**src/verilog/rxlane_rst_pkg.sv**
```systemverilog
//////////////////////////////////////////////////
// rx lane reset sequencer shared definitions
// state enum, status/control structs, rate type
// cycle limits for the 25 MHz free-running clock
//////////////////////////////////////////////////
package rxlane_rst_pkg;

    typedef enum logic [3:0] {
        IDLE        = 4'd0,
        RXPD        = 4'd1,
        PMA_RST     = 4'd2,
        SIGNAL_WAIT = 4'd3,
        CDR_WAIT    = 4'd4,
        PCS_RST     = 4'd5,
        ALIGN_WAIT  = 4'd6,
        DONE        = 4'd7,
        CKDIV_ONLY  = 4'd8
    } rxlane_state_t;

    // pma/pcs status levels
    typedef struct packed {
        logic sigdet;
        logic cdr_align;
        logic word_align;
    } rxlane_status_t;

    // lane controls, all active high
    typedef struct packed {
        logic rx_lane_pd;
        logic rx_pma_rst;
        logic pcs_rx_rst;
    } rxlane_ctrl_t;

    typedef logic [2:0] rx_rate_t;   // clock divider code

    //////////////////////////////////////////////////
    // cycle limits
    //////////////////////////////////////////////////
    localparam int CLK_FREQ_MHZ      = 25;
    localparam int RXPD_CYCLES       = 2 * 40 * CLK_FREQ_MHZ;       // 80 us with margin
    localparam int PMA_RST_CYCLES    = 2 * CLK_FREQ_MHZ;            // 2 us
    localparam int CDR_WAIT_CYCLES   = 224 * CLK_FREQ_MHZ + 2048;   // worst case cdr lock
    localparam int PCS_RST_CYCLES    = 2 * 10 * CLK_FREQ_MHZ;       // 20 us
    localparam int ALIGN_WAIT_CYCLES = 1000;
    localparam int DONE_DLY_CYCLES   = 32;
    localparam int RATE_SET_CYCLES   = 3;
    localparam int RATE_DONE_CYCLES  = CLK_FREQ_MHZ / 5;
    localparam rx_rate_t RST_RATE    = 3'd0;

    localparam int TIMER_W    = $clog2(CDR_WAIT_CYCLES + 1);  // largest limit
    localparam int DONE_CNT_W = $clog2(DONE_DLY_CYCLES + 1);

endpackage

```
**src/verilog/rxlane_rate_capture.sv**
```systemverilog
//////////////////////////////////////////////////
// rate change request capture
// synchronizer, rising edge detect, code latch
//////////////////////////////////////////////////
`timescale 1ns/100ps

module rxlane_rate_capture (
    input  logic                          clk,
    input  logic                          rst_n,
    input  logic                          i_rx_rate_chng,
    input  rxlane_rst_pkg::rx_rate_t      i_rxckdiv,
    input  rxlane_rst_pkg::rxlane_state_t i_state,
    output logic                          o_rate_req,
    output rxlane_rst_pkg::rx_rate_t      o_rate_sel
);
    import rxlane_rst_pkg::*;

    logic [2:0] chng_sync;     // [1:0] sync, [2] previous value
    rx_rate_t   ckdiv_q [2];   // code follows the request through the sync
    logic       chng_rise;

    always_ff @(posedge clk or negedge rst_n)
    begin
        if (!rst_n)
            chng_sync <= '0;
        else
            chng_sync <= {chng_sync[1:0], i_rx_rate_chng};
    end

    always_ff @(posedge clk)
    begin
        ckdiv_q[0] <= i_rxckdiv;
        ckdiv_q[1] <= ckdiv_q[0];
    end

    // edges inside the rate change itself are dropped
    assign chng_rise = chng_sync[1] & ~chng_sync[2] & (i_state != CKDIV_ONLY);

    always_ff @(posedge clk or negedge rst_n)
    begin
        if (!rst_n)
        begin
            o_rate_req <= 1'b0;
            o_rate_sel <= RST_RATE;
        end
        else if (i_state == CKDIV_ONLY)
            o_rate_req <= 1'b0;                 // taken by the sequencer
        else if (chng_rise)
        begin
            o_rate_req <= 1'b1;
            o_rate_sel <= ckdiv_q[1];
        end
    end

endmodule

```
**src/verilog/rxlane_seq_fsm.sv**
```systemverilog
//////////////////////////////////////////////////
// rx lane sequencing FSM
// one shared state timer for holds and timeouts
//////////////////////////////////////////////////
`timescale 1ns/100ps

module rxlane_seq_fsm (
    input  logic                                 clk,
    input  logic                                 rst_n,
    input  logic                                 i_rxlane_rst_n,
    input  rxlane_rst_pkg::rxlane_status_t       i_status,
    input  logic                                 i_rate_req,
    output rxlane_rst_pkg::rxlane_state_t        o_state,
    output logic [rxlane_rst_pkg::TIMER_W-1:0]   o_timer
);
    import rxlane_rst_pkg::*;

    rxlane_state_t next_state;
    logic          link_lost;    // any reason to go back to pma reset
    logic          timer_run;

    assign link_lost = ~i_status.sigdet | ~i_status.cdr_align | ~i_rxlane_rst_n;

    //////////////////////////////////////////////////
    // state register
    //////////////////////////////////////////////////
    always_ff @(posedge clk or negedge rst_n)
    begin
        if (!rst_n)
            o_state <= IDLE;
        else
            o_state <= next_state;
    end

    always_comb
    begin
        next_state = o_state;
        case (o_state)
            IDLE:
                next_state = RXPD;
            RXPD:
            begin
                if (o_timer == RXPD_CYCLES)
                    next_state = PMA_RST;
            end
            PMA_RST:
            begin
                // timer is held at zero while the lane reset request is low
                if (o_timer == PMA_RST_CYCLES)
                    next_state = SIGNAL_WAIT;
            end
            SIGNAL_WAIT:
            begin
                if (!i_rxlane_rst_n)
                    next_state = PMA_RST;
                else if (i_rate_req)
                    next_state = CKDIV_ONLY;
                else if (i_status.sigdet)
                    next_state = CDR_WAIT;
            end
            CDR_WAIT:
            begin
                if (!i_status.sigdet || !i_rxlane_rst_n || o_timer == CDR_WAIT_CYCLES)
                    next_state = PMA_RST;       // no lock in time
                else if (i_rate_req)
                    next_state = CKDIV_ONLY;
                else if (i_status.cdr_align)
                    next_state = PCS_RST;
            end
            PCS_RST:
            begin
                if (link_lost)
                    next_state = PMA_RST;
                else if (i_rate_req)
                    next_state = CKDIV_ONLY;
                else if (o_timer == PCS_RST_CYCLES)
                    next_state = ALIGN_WAIT;
            end
            ALIGN_WAIT:
            begin
                if (link_lost || o_timer == ALIGN_WAIT_CYCLES)
                    next_state = PMA_RST;
                else if (i_rate_req)
                    next_state = CKDIV_ONLY;
                else if (i_status.word_align)
                    next_state = DONE;
            end
            DONE:
            begin
                if (link_lost)
                    next_state = PMA_RST;
                else if (i_rate_req)
                    next_state = CKDIV_ONLY;
            end
            CKDIV_ONLY:
            begin
                if (!i_rxlane_rst_n)
                    next_state = PMA_RST;
                else if (o_timer == RATE_DONE_CYCLES)
                    next_state = SIGNAL_WAIT;   // resume with the new divider
            end
            default:
                next_state = IDLE;
        endcase
    end

    //////////////////////////////////////////////////
    // shared state timer
    //////////////////////////////////////////////////
    always_comb
    begin
        case (o_state)
            RXPD, CDR_WAIT, PCS_RST, ALIGN_WAIT, CKDIV_ONLY:
                timer_run = 1'b1;
            PMA_RST:
                timer_run = i_rxlane_rst_n;
            default:
                timer_run = 1'b0;               // no limit in this state
        endcase
    end

    // exits and timeouts all change state, so they clear here too
    always_ff @(posedge clk or negedge rst_n)
    begin
        if (!rst_n)
            o_timer <= '0;
        else if (next_state != o_state || !timer_run)
            o_timer <= '0;
        else
            o_timer <= o_timer + 1'b1;
    end

endmodule

```
**src/verilog/rxlane_rst_outputs.sv**
```systemverilog
//////////////////////////////////////////////////
// registered lane controls, rate code, done flags
// done delay counter
//////////////////////////////////////////////////
`timescale 1ns/100ps

module rxlane_rst_outputs (
    input  logic                                 clk,
    input  logic                                 rst_n,
    input  rxlane_rst_pkg::rxlane_state_t        i_state,
    input  logic [rxlane_rst_pkg::TIMER_W-1:0]   i_timer,
    input  rxlane_rst_pkg::rx_rate_t             i_rate_sel,
    output rxlane_rst_pkg::rxlane_ctrl_t         o_ctrl,
    output rxlane_rst_pkg::rx_rate_t             o_rx_rate,
    output logic                                 o_rxckdiv_done,
    output logic                                 o_rxlane_done
);
    import rxlane_rst_pkg::*;

    logic [DONE_CNT_W-1:0] dly_cnt;

    always_ff @(posedge clk or negedge rst_n)
    begin
        if (!rst_n)
        begin
            o_ctrl         <= '1;
            o_rx_rate      <= RST_RATE;
            o_rxckdiv_done <= 1'b0;
        end
        else
        begin
            case (i_state)
                RXPD:
                begin
                    if (i_timer == RXPD_CYCLES)
                        o_ctrl.rx_lane_pd <= 1'b0;      // stays low until reset
                end
                PMA_RST:
                begin
                    o_ctrl.rx_pma_rst <= (i_timer != PMA_RST_CYCLES);
                    o_ctrl.pcs_rx_rst <= 1'b1;
                    o_rxckdiv_done    <= 1'b0;
                end
                PCS_RST:
                    o_ctrl.pcs_rx_rst <= (i_timer < PCS_RST_CYCLES - 1);
                ALIGN_WAIT, DONE:
                    o_ctrl.pcs_rx_rst <= 1'b0;
                CKDIV_ONLY:
                begin
                    // pma held in reset while the divider changes
                    o_ctrl.rx_pma_rst <= (i_timer != RATE_DONE_CYCLES);
                    o_ctrl.pcs_rx_rst <= 1'b1;
                    o_rxckdiv_done    <= (i_timer == RATE_DONE_CYCLES);
                    if (i_timer == RATE_SET_CYCLES)
                        o_rx_rate <= i_rate_sel;
                end
                default:
                    o_ctrl.pcs_rx_rst <= 1'b1;
            endcase
        end
    end

    //////////////////////////////////////////////////
    // done delay, restarts on each entry to DONE
    //////////////////////////////////////////////////
    always_ff @(posedge clk or negedge rst_n)
    begin
        if (!rst_n)
        begin
            dly_cnt       <= '0;
            o_rxlane_done <= 1'b0;
        end
        else if (i_state != DONE)
        begin
            dly_cnt       <= '0;
            o_rxlane_done <= 1'b0;
        end
        else if (dly_cnt == DONE_DLY_CYCLES)
            o_rxlane_done <= 1'b1;
        else
            dly_cnt <= dly_cnt + 1'b1;
    end

endmodule

```
**src/verilog/rxlane_rst_top.sv**
```systemverilog
//////////////////////////////////////////////////
// rx lane reset sequencer top level
//////////////////////////////////////////////////
`timescale 1ns/100ps

module rxlane_rst_top (
    input  logic                           clk,
    input  logic                           rst_n,
    input  logic                           i_rxlane_rst_n,    // lane reset request
    input  rxlane_rst_pkg::rxlane_status_t i_status,
    input  logic                           i_rx_rate_chng,
    input  rxlane_rst_pkg::rx_rate_t       i_rxckdiv,
    output rxlane_rst_pkg::rxlane_ctrl_t   o_ctrl,
    output rxlane_rst_pkg::rx_rate_t       o_rx_rate,
    output logic                           o_rxckdiv_done,
    output logic                           o_rxlane_done
);
    import rxlane_rst_pkg::*;

    logic                rate_req;
    rx_rate_t            rate_sel;
    rxlane_state_t       state;
    logic [TIMER_W-1:0]  timer;

    rxlane_rate_capture u_rate_capture (
        .clk            (clk),
        .rst_n          (rst_n),
        .i_rx_rate_chng (i_rx_rate_chng),
        .i_rxckdiv      (i_rxckdiv),
        .i_state        (state),
        .o_rate_req     (rate_req),
        .o_rate_sel     (rate_sel)
    );

    rxlane_seq_fsm u_seq_fsm (
        .clk            (clk),
        .rst_n          (rst_n),
        .i_rxlane_rst_n (i_rxlane_rst_n),
        .i_status       (i_status),
        .i_rate_req     (rate_req),
        .o_state        (state),
        .o_timer        (timer)
    );

    rxlane_rst_outputs u_rst_outputs (
        .clk            (clk),
        .rst_n          (rst_n),
        .i_state        (state),
        .i_timer        (timer),
        .i_rate_sel     (rate_sel),
        .o_ctrl         (o_ctrl),
        .o_rx_rate      (o_rx_rate),
        .o_rxckdiv_done (o_rxckdiv_done),
        .o_rxlane_done  (o_rxlane_done)
    );

endmodule

```
**config.mk**
```make
export PLATFORM = sky130hd
export DESIGN_NAME = rxlane_rst_top
export DESIGN_NICKNAME = d
export VERILOG_FILES = /design/src/verilog/rxlane_rst_pkg.sv /design/src/verilog/rxlane_rate_capture.sv /design/src/verilog/rxlane_seq_fsm.sv /design/src/verilog/rxlane_rst_outputs.sv /design/src/verilog/rxlane_rst_top.sv
export SDC_FILE = /design/constraint.sdc
export NUM_CORES = 1
export LEC_CHECK = 0
export BUFFER_PORTS_ARGS = -buffer_cell sky130_fd_sc_hd__clkbuf_2
export CELL_PAD_IN_SITES_DETAIL_PLACEMENT = 1
export CELL_PAD_IN_SITES_GLOBAL_PLACEMENT = 1
export CORE_MARGIN = 2
export CORE_UTILIZATION = 40
export DETAILED_ROUTE_END_ITERATION = 8
export PLACE_DENSITY = 0.69
export SETUP_SLACK_MARGIN = 0.4
export SYNTH_ARGS = -nofsm -noshare
export SYNTH_HDL_FRONTEND = slang
export SYNTH_SLANG_ARGS = --single-unit
```
**constraint.sdc**
```tcl
create_clock -name clk -period 2.2 [get_ports clk]
set_clock_uncertainty 0.15 [all_clocks]
set_input_delay 0.11 -clock clk [delete_from_list [all_inputs] [get_ports clk]]
set_output_delay 0.11 -clock clk [all_outputs]
set_load 0.03 [all_outputs]
```
# After elaboration in Yosys (flattened, before gate mapping)
# Memories as Yosys holds them, arrays and structs flattened. A register that Yosys moved wholly into a read port is not among the register bits.
# Cells that the tools add are included.
# totals
reg_bits,35
ram_bits,6
in_bits,10
output_inout_bits,8
word_cells,93
n_memories,1
# memory_table
memory,depth,width,rd,rd_ports_with_merged_regs,write_ports,line_no,text
u_rate_capture.ckdiv_q,2,3,2,1,2,rxlane_rate_capture.sv:19,rx_rate_t ckdiv_q [2];
# classes
add_sub_neg,2
n_lt_le_gt_ge,1
eq_ne,22
muxes,30
bitwise,9
n_reduce_logical,17
# op_table
operator,n
4-bit 2-to-1 mux,18
4-bit case mux with 9 select lines,1
"4-bit by 3-bit == test with 1-bit output, second input constant",4
"13-bit by 1-bit adder with 13-bit output, second input constant",1
"13-bit by 10-bit == test with 1-bit output, second input constant",1
"13-bit by 11-bit == test with 1-bit output, second input constant",1
"13-bit == test, second input constant",1
"13-bit by 2-bit == test with 1-bit output, second input constant",1
"13-bit by 3-bit == test with 1-bit output, second input constant",1
"13-bit by 6-bit == test with 1-bit output, second input constant",1
"13-bit by 9-bit == test with 1-bit output, second input constant",1
"13-bit by 9-bit < comparator with 1-bit output, second input constant",1
13-bit 2-to-1 mux,1
"13-bit by 3-bit inequality test with 1-bit output, second input constant",1
"13-bit by 6-bit inequality test with 1-bit output, second input constant",1
6-bit 2-to-1 mux,2
"4-bit by 2-bit == test with 1-bit output, second input constant",2
"6-bit by 1-bit adder with 6-bit output, second input constant",1
"6-bit == test, second input constant",1
1-bit case mux with 2 select lines,3
2-bit AND reduction,3
2-bit nonzero test,3
1-bit inverter,5
5-bit OR reduction,1
14 further kinds,25

# Longest topological paths before layout
# Gate-level depths: netlist of the first run.
# logic_depth
depth_word,9
mapped_depth,9
depth_no_buf,8

# Hierarchy
# From an unflattened synthesis of the first run, not the netlist that was laid out.
# hier_totals
hier_cells,264
area_unflattened_um2,2713.9
# by_module_without_submodules
mod,instances,cells_per_inst,area_each_um2,seq_area_each_um2
rxlane_seq_fsm,1,170,1514.0,425.4
rxlane_rst_outputs,1,74,823.3,354.1
rxlane_rate_capture,1,20,376.6,295.3

# Worst setup path after synthesis of the first run
# No wires, ideal clock.
# synth_timing
kind,register to register
from,register u_seq_fsm.o_state[0]
to,register u_seq_fsm.o_timer[11] in the netlist's numbering
setup_ps,96
arrival_ps,2043
t_required_ps,1954
path_slack_ps,-89
stages_incl_launch_ff,9
path_cell_list,dfrtp_1 > buf_6 > or4b_4 > nor4_2 > a32oi_1 > and4b_4 > mux2i_4 > buf_6 > nor4_2
# synth_via
elab_chain_cells,7
word_cells_on_any_way,34
cone_classes,9 x eq/ne; 21 x mux; 4 x reduce/logical
# synth_lines
element,line_no,text
"start, declared",rxlane_seq_fsm.sv:13,"output rxlane_rst_pkg::rxlane_state_t o_state,"
"start signal, assigned",rxlane_seq_fsm.sv:32,o_state <= next_state;
4-bit 2-to-1 mux (on tied branches) (3 in a row),--,
4-bit case mux with 9 select lines,rxlane_seq_fsm.sv:38,case (o_state)
4-bit inequality test,rxlane_seq_fsm.sv:127,else if (next_state != o_state || !timer_run)
1-bit logical OR (*),rxlane_seq_fsm.sv:127,
13-bit 2-to-1 mux (*),rxlane_seq_fsm.sv:127,
"end signal, assigned",rxlane_seq_fsm.sv:130,o_timer <= o_timer + 1'b1;
"end, declared",rxlane_seq_fsm.sv:14,output logic [rxlane_rst_pkg::TIMER_W-1:0] o_timer
# Every way passes the cells marked *; elsewhere a longest branch is shown, timed or not.
# A chain may end at the register's enable or synchronous reset.

# Final worst setup path of the first run
# layout_timing
from,register u_seq_fsm.o_timer[0] in the netlist's numbering
to,register u_seq_fsm.o_timer[5] in the netlist's numbering
# layout_via
elab_chain_cells,8
word_cells_on_any_way,22
cone_classes,1 x add/sub; 7 x eq/ne; 11 x mux; 3 x reduce/logical
# layout_lines
element,line_no,text
13-bit by 9-bit == test with 1-bit output,rxlane_seq_fsm.sv:76,else if (o_timer == PCS_RST_CYCLES)
4-bit 2-to-1 mux,rxlane_seq_fsm.sv:76,
4-bit 2-to-1 mux,rxlane_seq_fsm.sv:74,else if (i_rate_req)
4-bit 2-to-1 mux,rxlane_seq_fsm.sv:72,if (link_lost)
4-bit case mux with 9 select lines,rxlane_seq_fsm.sv:38,
4-bit inequality test,rxlane_seq_fsm.sv:127,
1-bit logical OR,rxlane_seq_fsm.sv:127,
13-bit 2-to-1 mux (*),rxlane_seq_fsm.sv:127,
# Marks and branches as above.

==> flow_summary.json, run 1 <==
{
  "status": "finished with violations",
  "violations": "setup timing",
  "dieHeight_um": 84.0,
  "antenna_left": 0,
  "core_um2": 6280,
  "finalNetCount": 339,
  "synthArstFlopShare_pct": 86.4,
  "antenna_found_initial": 0,
  "routed_wl_um": 7580,
  "crit_path_max_fanout": 10,
  "critPathCaptureType": "flip-flop",
  "cp.arrival_ns": 2.43,
  "start_util_pct": 40.7,
  "netlist_area_um2": 2560,
  "swShare_pct": 33.3,
  "cellInternalPower_uw": 1770,
  "drt_pass1_iterations": 4,
  "fin_area_um2": 3510,
  "layout_commonest_cell": "buf_4",
  "min_path_type": "input port to flip-flop",
  "ff2ff_setup_slack_ns": -0.19,
  "synth_cells": 245,
  "crit-reg2reg-launch": "u_seq_fsm.o_timer[0]",
  "synth_top_cell_area_share_pct": 34.2,
  "tightest_slew_ns": 0.388,
  "final_max_slew_viol_count": 0,
  "synth_area_leaders": "dfrtp_1, nor4_2, dfxtp_1",
  "rows": 29,
  "yosysSeqAreaShare_pct": 42.0,
  "grt_max_degree": 21,
  "grt_pass1_wl_um": 12000,
  "max_slew_margin_pct": 73.8,
  "cts_max_path_buffers": 2,
  "fill_cells": 693,
  "required_ns": 2.24,
  "numCtsBuffers": 5,
  "fin_ws_ns": -0.192,
  "share_comb_of_total_power_pct": 35.5,
  "die-area_um2": 7050,
  "area.sequential_um2": 1080,
  "cap_violations": 0,
  "synth-simple-area-share_pct": 29.4,
  "dp_slack_ns": -0.187,
  "synthMuxAreaShare_pct": 3.91,
  "drc": 0,
  "power_frac_seq_pct": 39.5,
  "synth_largest_area_cell": "dfrtp_1",
  "synth_compound_area_share_pct": 9.49,
  "synth_top_family_by_area": "simple AND/OR/NAND/NOR gates",
  "synth_edf_count": 0,
  "crit_type": "flip-flop to flip-flop",
  "cp-startpoint": "u_seq_fsm.o_timer[0]",
  "drt_iter0_markers": 90,
  "r2r_cells": 9,
  "p_switching_uw": 882,
  "worst_ir_drop_vdd_mv": 0.466,
  "yosys.area_share.adder_pct": 2.94,
  "clock_sinks": 44,
  "synth_xor_area_share_pct": 6.16,
  "clk_latency_ns": 0.31,
  "setup_violations": 14,
  "dp_hpwl_um": 5220,
  "fmax_mhz": 418,
  "ys_seq_elements": 44,
  "yosys_most_used_dff": "dfrtp_1",
  "grt_use_total_pct": 21.6,
  "drive_gt1_share_pct": 44.1,
  "ioPinCount": 18,
  "path_clk_slew_ns": 0.09,
  "finalWeightedCongestion": 0.847,
  "reg2reg_to": "u_seq_fsm.o_timer[5]",
  "power_frac_clock_pct": 25.0,
  "synth.distinct_cells": 60,
  "fin_crit_sh_pct": 109,
  "syn_area_per_cell_um2": 10.4,
  "critPathCapture": "u_seq_fsm.o_timer[5]",
  "cts_root_buffer": "clkbuf_8",
  "syn_to_final_growth_pct": 37.1,
  "multi_input_area_um2": 1490,
  "die_x_um": 84.0,
  "layout_common_cells": "buf_4, dfrtp_1, clkbuf_2",
  "rsz0062_at_grt": "true",
  "power_density_nw_per_um2": 757,
  "finalCriticalPeriod_ns": 2.39,
  "ctsHtreeMaxLevel": 2,
  "hold_viol_final": 0,
  "via_per_inst": 5.58,
  "grt_pass1_vias": 2326,
  "cts_tree": "built",
  "place_area_um2": 3080,
  "routedWlPerCell_um": 18.9,
  "overflow": 0,
  "io_buffer_count": 17,
  "synth_nets": 261,
  "p_leak_uw": 0.00151,
  "crit_path_start_kind": "flip-flop",
  "yosys_warnings": 0,
  "vias": 2238,
  "antennaDiodeCount": 0
}
[cell families after synthesis]
group | after synthesis
AO/OA/AOI/OAI | 34
XOR/XNOR | 18
adder cells (fa/ha/maj) | 6
buffers and inverters | 26
flip-flops | 44
multiplexers | 8
AND/OR/NAND/NOR | 109
[power groups by stage]
| stage | Clock [uW] | Combinational [uW] | Sequential, uW |
|---|---|---|---|
| floorplan | 0 | 459 | 1000 |
| global placement | 0 | 746 | 1030 |
| detailed placement | 0 | 779 | 1040 |
| CTS | 678 | 859 | 1040 |
| global route | 702 | 1010 | 1060 |
| finish | 663 | 942 | 1050 |
[how the worst min path moves through the flow]
stage / from / end / slack (ns) / cells after the start
after floorplan: rst_n / u_rate_capture.chng_sync[0] / -0.34 / 0
after global placement: rst_n / u_rate_capture.chng_sync[0] / -0.04 / 2
after detailed placement: rst_n / u_rate_capture.chng_sync[0] / -0.04 / 2
after CTS: i_status[2] / u_seq_fsm.o_state[2] / 0.04 / 3
after global routing: i_status[2] / u_seq_fsm.o_state[2] / 0.08 / 3
final: i_status[2] / u_seq_fsm.o_state[2] / 0.07 / 3
[final cells by class]
| type | instances | area share, % |
|---|---|---|
| timing repair buffer | 87 | 19.5 |
| inverter | 10 | 1.07 |
| tap | 77 | 2.75 |
| sequential | 44 | 30.7 |
| clock inverter | 2 | 1.11 |
| clock buffer | 6 | 2.36 |
| multi-input combinational | 175 | 42.5 |
[metal layers]
metal | up-vias | share of wire [%] | global-route usage, %
met2 | 43 | 51 | 38.3
met5 | - | 0 | 0
met3 | 18 | 2.7 | 3.26
met1 | 1132 | 44 | 26.9
li1 | 1045 | - | -
met4 | 0 | 2.7 | 6.74
[worst max-delay path: stages, from the launching register on]
cell and delay [ns]:
dfrtp_1 0.41, inv_2 0.11, ha_4 0.14, nor3b_4 0.18, nand4_1 0.19, a32oi_1 0.21
and4b_4 0.29, mux2i_4 0.35, buf_12 0.19, nor4_2 0.04
[what timing repair did]
| item | in CTS | in global routing |
|---|---|---|
| pin swaps | 9 | 5 |
| gates resized for setup | 14 | 21 |
| setup buffers | 6 | 6 |
| endpoints found under the hold margin | 43 | 0 |
| cloned | 0 | 0 |
| endpoints found under the setup margin | 26 | 26 |
| hold buffers | 6 | 0 |
[state kept, by name, indices dropped and copies added, names as in the netlist]
register / cells
u_seq_fsm.o_timer: 13
u_rate_capture.ckdiv_q: 6
u_rst_outputs.dly_cnt: 6
u_seq_fsm.o_state: 4
u_rate_capture.chng_sync: 3
u_rate_capture.o_rate_sel: 3
u_rst_outputs.o_ctrl: 3
u_rst_outputs.o_rx_rate: 3
u_rate_capture.o_rate_req: 1
u_rst_outputs.o_rxckdiv_done: 1
u_rst_outputs.o_rxlane_done: 1
[metrics by stage]
| step | TNS (ns) | std cells | power (uW) | hold slack (ns) | utilization (%) |
|---|---|---|---|---|---|
| floorplan | -0.610 | 245 | 1460 | -0.336 | - |
| global placement | -0.867 | 375 | 1780 | -0.0407 | 49.0 |
| finish | -2.44 | 401 | 2650 | 0.0657 | 55.9 |
| global route | -3.75 | 401 | 2770 | 0.0840 | 55.9 |
| CTS | -1.11 | 395 | 2570 | 0.0414 | 53.5 |
| detailed placement | -2.02 | 375 | 1820 | -0.0356 | 49.0 |
[Yosys cell counts (5+ instances only)]
| master | number |
|---|---|
| a21oi_1 | 7 |
| buf_2 | 5 |
| buf_6 | 6 |
| dfrtp_1 | 35 |
| dfxtp_1 | 6 |
| ha_1 | 6 |
| inv_1 | 10 |
| mux2_2 | 6 |
| nand2_1 | 14 |
| nand3_1 | 17 |
| nand4_1 | 9 |
| nor2_1 | 17 |
| nor3_1 | 8 |
| nor4_2 | 12 |
| xnor2_1 | 6 |
| xor2_1 | 12 |
Note: power is estimated with default switching activity, not from simulation.
==> run 2, diff against run 1 <==
CELL_PAD_IN_SITES_GLOBAL_PLACEMENT = 2   (was 1)
CORE_UTILIZATION = 39   (was 40)
PLACE_DENSITY = 0.76   (was 0.69)
clock period = 2.5 ns   (was 2.2 ns; I/O delays follow)
==> flow_summary.json, run 2 (synthesized netlist as in run 1, its figures left out) <==
{
  "grt_pass1_vias": 2292,
  "layout_commonest_cell": "dfrtp_1",
  "cp_cell_sequence": "inv_2, ha_4, nor3b_4, nand4_1, a32oi_1, and4b_4, mux2i_4, clkbuf_16, nor4_2",
  "io_buffer_count": 17,
  "cpMaxStageDelayCell": "dfrtp_1",
  "dp_hpwl_um": 4570,
  "antenna_left": 0,
  "clk_latency_ns": 0.30,
  "cap_violations": 0,
  "antennaDiodeCount": 0,
  "crit_type": "flip-flop to flip-flop",
  "fill_cells": 683,
  "routed_wl_um": 7060,
  "crit-reg2reg-launch": "u_seq_fsm.o_timer[0]",
  "final_max_slew_viol_count": 0,
  "drc": 0,
  "placedCellCount": 343,
  "setup_tns_ns": 0,
  "rsz0062_at_grt": "true",
  "finalNonFillerCells": 373,
  "status": "completed",
  "finalCriticalPeriod_ns": 2.34,
  "crit_path_max_fanout": 6,
  "critPathBufInv": 2,
  "holdWs_ns": 0.0795,
  "core_um2": 6350,
  "layout_common_cells": "dfrtp_1, buf_4, clkbuf_2",
  "cts_root_buffer": "clkbuf_8",
  "rows": 29,
  "finalWeightedCongestion": 0.867,
  "fmax_mhz": 428,
  "top_regs": "u_seq_fsm.o_timer: 13 flops, u_rate_capture.ckdiv_q: 6 flops, u_rst_outputs.dly_cnt: 6 flops",
  "drt_pass1_iterations": 4,
  "die-area_um2": 7220,
  "regMostFlops": "u_seq_fsm.o_timer",
  "hold_viol_final": 0,
  "fin_crit_sh_pct": 93.5,
  "syn_to_final_growth_pct": 27.0,
  "ioPinCount": 18,
  "min_from": "i_status[2]",
  "p_leak_uw": 0.00133,
  "dieHeight_um": 85.0,
  "cp_top_family": "simple AND/OR/NAND/NOR gates",
  "grt_pass1_wl_um": 11800,
  "finalNetCount": 311,
  "slowest_delay_ns": 0.41,
  "drive_gt1_share_pct": 37.8,
  "tightest_slew_ns": 0.500,
  "max_slew_margin_pct": 66.5,
  "ctsHtreeMaxLevel": 2,
  "cts_max_path_buffers": 2,
  "required_ns": 2.53,
  "path_clk_slew_ns": 0.09,
  "largest_reg_flops": 13,
  "critPathCaptureType": "flip-flop",
  "clock_sinks": 44,
  "power_density_nw_per_um2": 635,
  "cp.arrival_ns": 2.37,
  "drt_iter0_markers": 89,
  "numCtsBuffers": 5,
  "grt_use_total_pct": 20.6,
  "cts_tree": "built",
  "setup_violations": 0,
  "routedWlPerCell_um": 18.9,
  "die_x_um": 85.0,
  "min_path_type": "input port to flip-flop",
  "antenna_found_initial": 0,
  "cp-startpoint": "u_seq_fsm.o_timer[0]",
  "via_per_inst": 5.57,
  "crit_path_start_kind": "flip-flop",
  "start_util_pct": 40.3,
  "grt_max_degree": 39,
  "worst_ir_drop_vdd_mv": 0.496,
  "vias": 2079,
  "overflow": 0
}
[run 2: stage by stage]
stage / instance area (um^2) / util, % / worst slack, ns / power (uW)
after floorplan: 2560 / - / 0.243 / 1270
after global placement: 2810 / 44.3 / 0.100 / 1430
after detailed placement: 2810 / 44.3 / 0.0439 / 1450
after CTS: 3150 / 49.7 / 0.189 / 2020
after global routing: 3250 / 51.2 / 0.0406 / 2180
final: 3250 / 51.2 / 0.163 / 2060
[run 2: tightest hold or removal path, delay by kind of cell]
kind                   cells  cell delay (ns)
AO/OA/AOI/OAI              1             0.08
buffers and inverters      1             0.15
AND/OR/NAND/NOR            1             0.13
[run 2: final timing paths]
path	to	slack (ns)	cells past startpoint
worst max-delay path	u_seq_fsm.o_timer[11]	0.16	9
worst min-delay path	u_seq_fsm.o_state[2]	0.08	3
worst max register to register	u_seq_fsm.o_timer[11]	0.16	9
worst min register to register	u_rate_capture.ckdiv_q[1][2]	0.18	0
max in group asynchronous	u_seq_fsm.o_timer[2]	1.57	3
min in group asynchronous	u_seq_fsm.o_timer[12]	0.25	3
[run 2: report_power, final]
part / leakage, uW / total (uW) / internal, uW / switching [uW]
clock network: 0.0000412 / 440 / 195 / 244
logic: 0.000761 / 715 / 353 / 362
registers: 0.000529 / 907 / 802 / 105
[run 2: what timing repair did]
item / 4_1_cts / 5_1_grt
hold buffers: 6 / 0
endpoints found under the setup margin: 17 / 20
gates cloned: 1 / 0
gates resized for setup: 21 / 12
buffers inserted: 10 / 5
pin swaps: 8 / 7
hold endpoints to repair: 40 / 0
[run 2: cell type report]
type | count | area (um^2) | area share (%)
Clock buffer | 6 | 72.6 | 2.23
Multi-Input combinational cell | 175 | 1450 | 44.7
Inverter | 10 | 37.5 | 1.16
Timing Repair Buffer | 59 | 499 | 15.4
Tap cell | 77 | 96.3 | 2.97
Sequential cell | 44 | 1080 | 33.2
Clock inverter | 2 | 12.5 | 0.385
[run 2: layer usage]
metal	track usage [%]	wire, um	vias up
li1	-	-	991
met1	27.0	3270	1051
met2	34.9	3550	31
met3	3.60	166	6
met4	5.63	71	0
met5	0	0	-
==> run 3, diff against run 2 <==
ABC_AREA = 1   (was unset)
CORE_UTILIZATION = 36   (was 39)
PLACE_DENSITY = 0.77   (was 0.76)
==> flow_summary.json, run 3 <==
{
  "status": "completed",
  "regMostFlops": "u_seq_fsm.o_timer",
  "vias": 2312,
  "synth_top_cell_area_share_pct": 33.8,
  "grt-busiest-layer": "met2",
  "numCtsBuffers": 5,
  "synth.distinct_cells": 41,
  "met1_usage_pct": 26.2,
  "yosys_most_used_dff": "dfrtp_1",
  "cts_max_path_buffers": 2,
  "grt_pass1_vias": 2288,
  "synth_cells": 325,
  "clock_sinks": 44,
  "synth_area_leaders": "dfrtp_1, nand2_1, nor2_1",
  "die-area_um2": 7890,
  "overflow": 0,
  "die_x_um": 88.8,
  "drt_pass1_iterations": 4,
  "routedWlPerCell_um": 16.0,
  "cts_tree": "built",
  "critPathCaptureType": "flip-flop",
  "multi_input_area_um2": 1470,
  "ys_seq_elements": 44,
  "tightest_slew_ns": 0.990,
  "cap_violations": 0,
  "layout_common_cells": "nand2_1, nor2_1, inv_1",
  "synthTopCellsByCount": "nand2_1, nor2_1, inv_1",
  "clk_latency_ns": 0.31,
  "p_switching_uw": 1010,
  "fin_crit_sh_pct": 86.8,
  "via_per_inst": 4.93,
  "finalNetCount": 388,
  "crit_type": "flip-flop to flip-flop",
  "syn_to_final_growth_pct": 28.2,
  "yosysSeqAreaShare_pct": 41.5,
  "share_comb_of_total_power_pct": 44.6,
  "hold_viol_final": 0,
  "top_regs": "u_seq_fsm.o_timer: 13 flops, u_rate_capture.ckdiv_q: 6 flops, u_rst_outputs.dly_cnt: 6 flops",
  "crit_path_start_kind": "flip-flop",
  "synthArstFlopShare_pct": 86.4,
  "netlist_area_um2": 2590,
  "crit_path_max_fanout": 7,
  "fin_area_um2": 3320,
  "worst_ir_drop_vdd_mv": 0.439,
  "ctsHtreeMaxLevel": 2,
  "p_leak_uw": 0.00153,
  "cts_root_buffer": "clkbuf_8",
  "finalCriticalPeriod_ns": 2.17,
  "finalWeightedCongestion": 0.836,
  "met3_usage_pct": 3.08,
  "setup_violations": 0,
  "routed_wl_um": 7510,
  "grt_util_met2_pct": 31.8,
  "antennaDiodeCount": 0,
  "fin_ws_ns": 0.331,
  "grt_max_degree": 39,
  "ioPinCount": 18,
  "setup_tns_ns": 0,
  "final_max_slew_viol_count": 0,
  "dieHeight_um": 88.8,
  "grt_use_total_pct": 19.3,
  "rows": 30,
  "min_path_type": "input port to flip-flop",
  "power_frac_clock_pct": 22.5,
  "synth_largest_area_cell": "dfrtp_1",
  "fmax_mhz": 461,
  "area.sequential_um2": 1090,
  "core_um2": 6870,
  "antenna_left": 0,
  "required_ns": 2.59,
  "drive_gt1_share_pct": 37.8,
  "fill_cells": 852,
  "grt_pass1_wl_um": 11300,
  "drt_iter0_markers": 89,
  "synth_most_common_cell": "nand2_1",
  "power_frac_seq_pct": 32.9,
  "swShare_pct": 39.1,
  "max_slew_margin_pct": 34.0,
  "cp.arrival_ns": 2.26,
  "place_area_um2": 2810,
  "yosys_warnings": 0,
  "syn_area_per_cell_um2": 7.97,
  "rsz0062_at_grt": "true",
  "cellInternalPower_uw": 1580,
  "io_buffer_count": 17,
  "synth_nets": 341,
  "layout_commonest_cell": "nand2_1",
  "largest_reg_flops": 13,
  "antenna_found_initial": 0,
  "dp_slack_ns": 0.194,
  "start_util_pct": 37.7,
  "drc": 0,
  "power_density_nw_per_um2": 781,
  "dp_hpwl_um": 5180,
  "synth_edf_count": 0,
  "path_clk_slew_ns": 0.10
}
## run 3: power by group through the flow
stage / Clock [uW] / Combinational (uW) / Sequential [uW]
final: 583 / 1160 / 852
after global routing: 629 / 1240 / 859
after CTS: 604 / 803 / 847
after detailed placement: 0 / 658 / 877
after global placement: 0 / 652 / 873
after floorplan: 0 / 527 / 856
## run 3: timing repair
item / 4_1_cts / 5_1_grt
setup endpoints to repair: 13 / 13
pin swaps: 3 / 17
cloned: 0 / 1
hold endpoints to repair: 39 / 0
hold buffers: 5 / 0
buffers inserted: 8 / 6
resized for setup: 14 / 52
## run 3: kinds of logic (layout without fill, tap and decap cells)
family | after synthesis | count (layout) | share of synthesized area (%)
compound gates | 27 | 27 | 6.43
xor+xnor | 12 | 12 | 4.06
fa+ha+maj | 6 | 6 | 2.90
buf+inv | 51 | 99 | 8.41
flops | 44 | 44 | 41.5
mux | 3 | 3 | 1.30
simple gates | 182 | 182 | 35.4
## run 3: routing by layer
metal	share of wire, %	up-vias
met5	0	-
met4	1.2	0
met3	2.6	8
met2	49	47
met1	47	1134
li1	-	1123
## run 3: path summary, 6_finish.rpt
check	startpoint	endpoint	slack [ns]	depth (start not counted)
worst max-delay path	u_seq_fsm.o_timer[1]	u_seq_fsm.o_timer[7]	0.33	13
worst min-delay path	i_status[1]	u_seq_fsm.o_state[0]	0.14	5
worst max register to register	u_seq_fsm.o_timer[1]	u_seq_fsm.o_timer[7]	0.33	13
worst min register to register	u_rate_capture.ckdiv_q[0][2]	u_rate_capture.ckdiv_q[1][2]	0.18	0
max in group asynchronous	rst_n	u_seq_fsm.o_timer[10]	1.17	2
min in group asynchronous	rst_n	u_seq_fsm.o_state[1]	0.35	2
## run 3: critical path: stages (launching register included)
cell	delay [ns]
dfrtp_1	0.41
inv_2	0.12
ha_4	0.14
nand3_2	0.08
nor2_2	0.13
nand2_2	0.11
nand2_2	0.11
nand2_2	0.07
nor2_4	0.09
nand3_2	0.09
a21oi_2	0.17
nand3_2	0.16
buf_12	0.19
nor2_4	0.07
## run 3: metrics by stage
stage | std cells | hold slack, ns | util, % | total power, uW
final | 469 | 0.140 | 48.3 | 2590
after global routing | 469 | 0.165 | 48.3 | 2730
after CTS | 462 | 0.105 | 44.7 | 2250
after detailed placement | 441 | 0.0798 | 40.9 | 1530
after global placement | 441 | 0.0790 | 40.9 | 1520
after floorplan | 325 | -0.321 | - | 1380
## run 3: cell type report
class / instances / area share, %
inverter: 47 / 5.62
clock inverter: 3 / 1.40
sequential: 44 / 32.7
timing repair buffer: 44 / 10.3
multi-input combinational: 230 / 44.3
tap: 96 / 3.62
clock buffer: 5 / 2.07
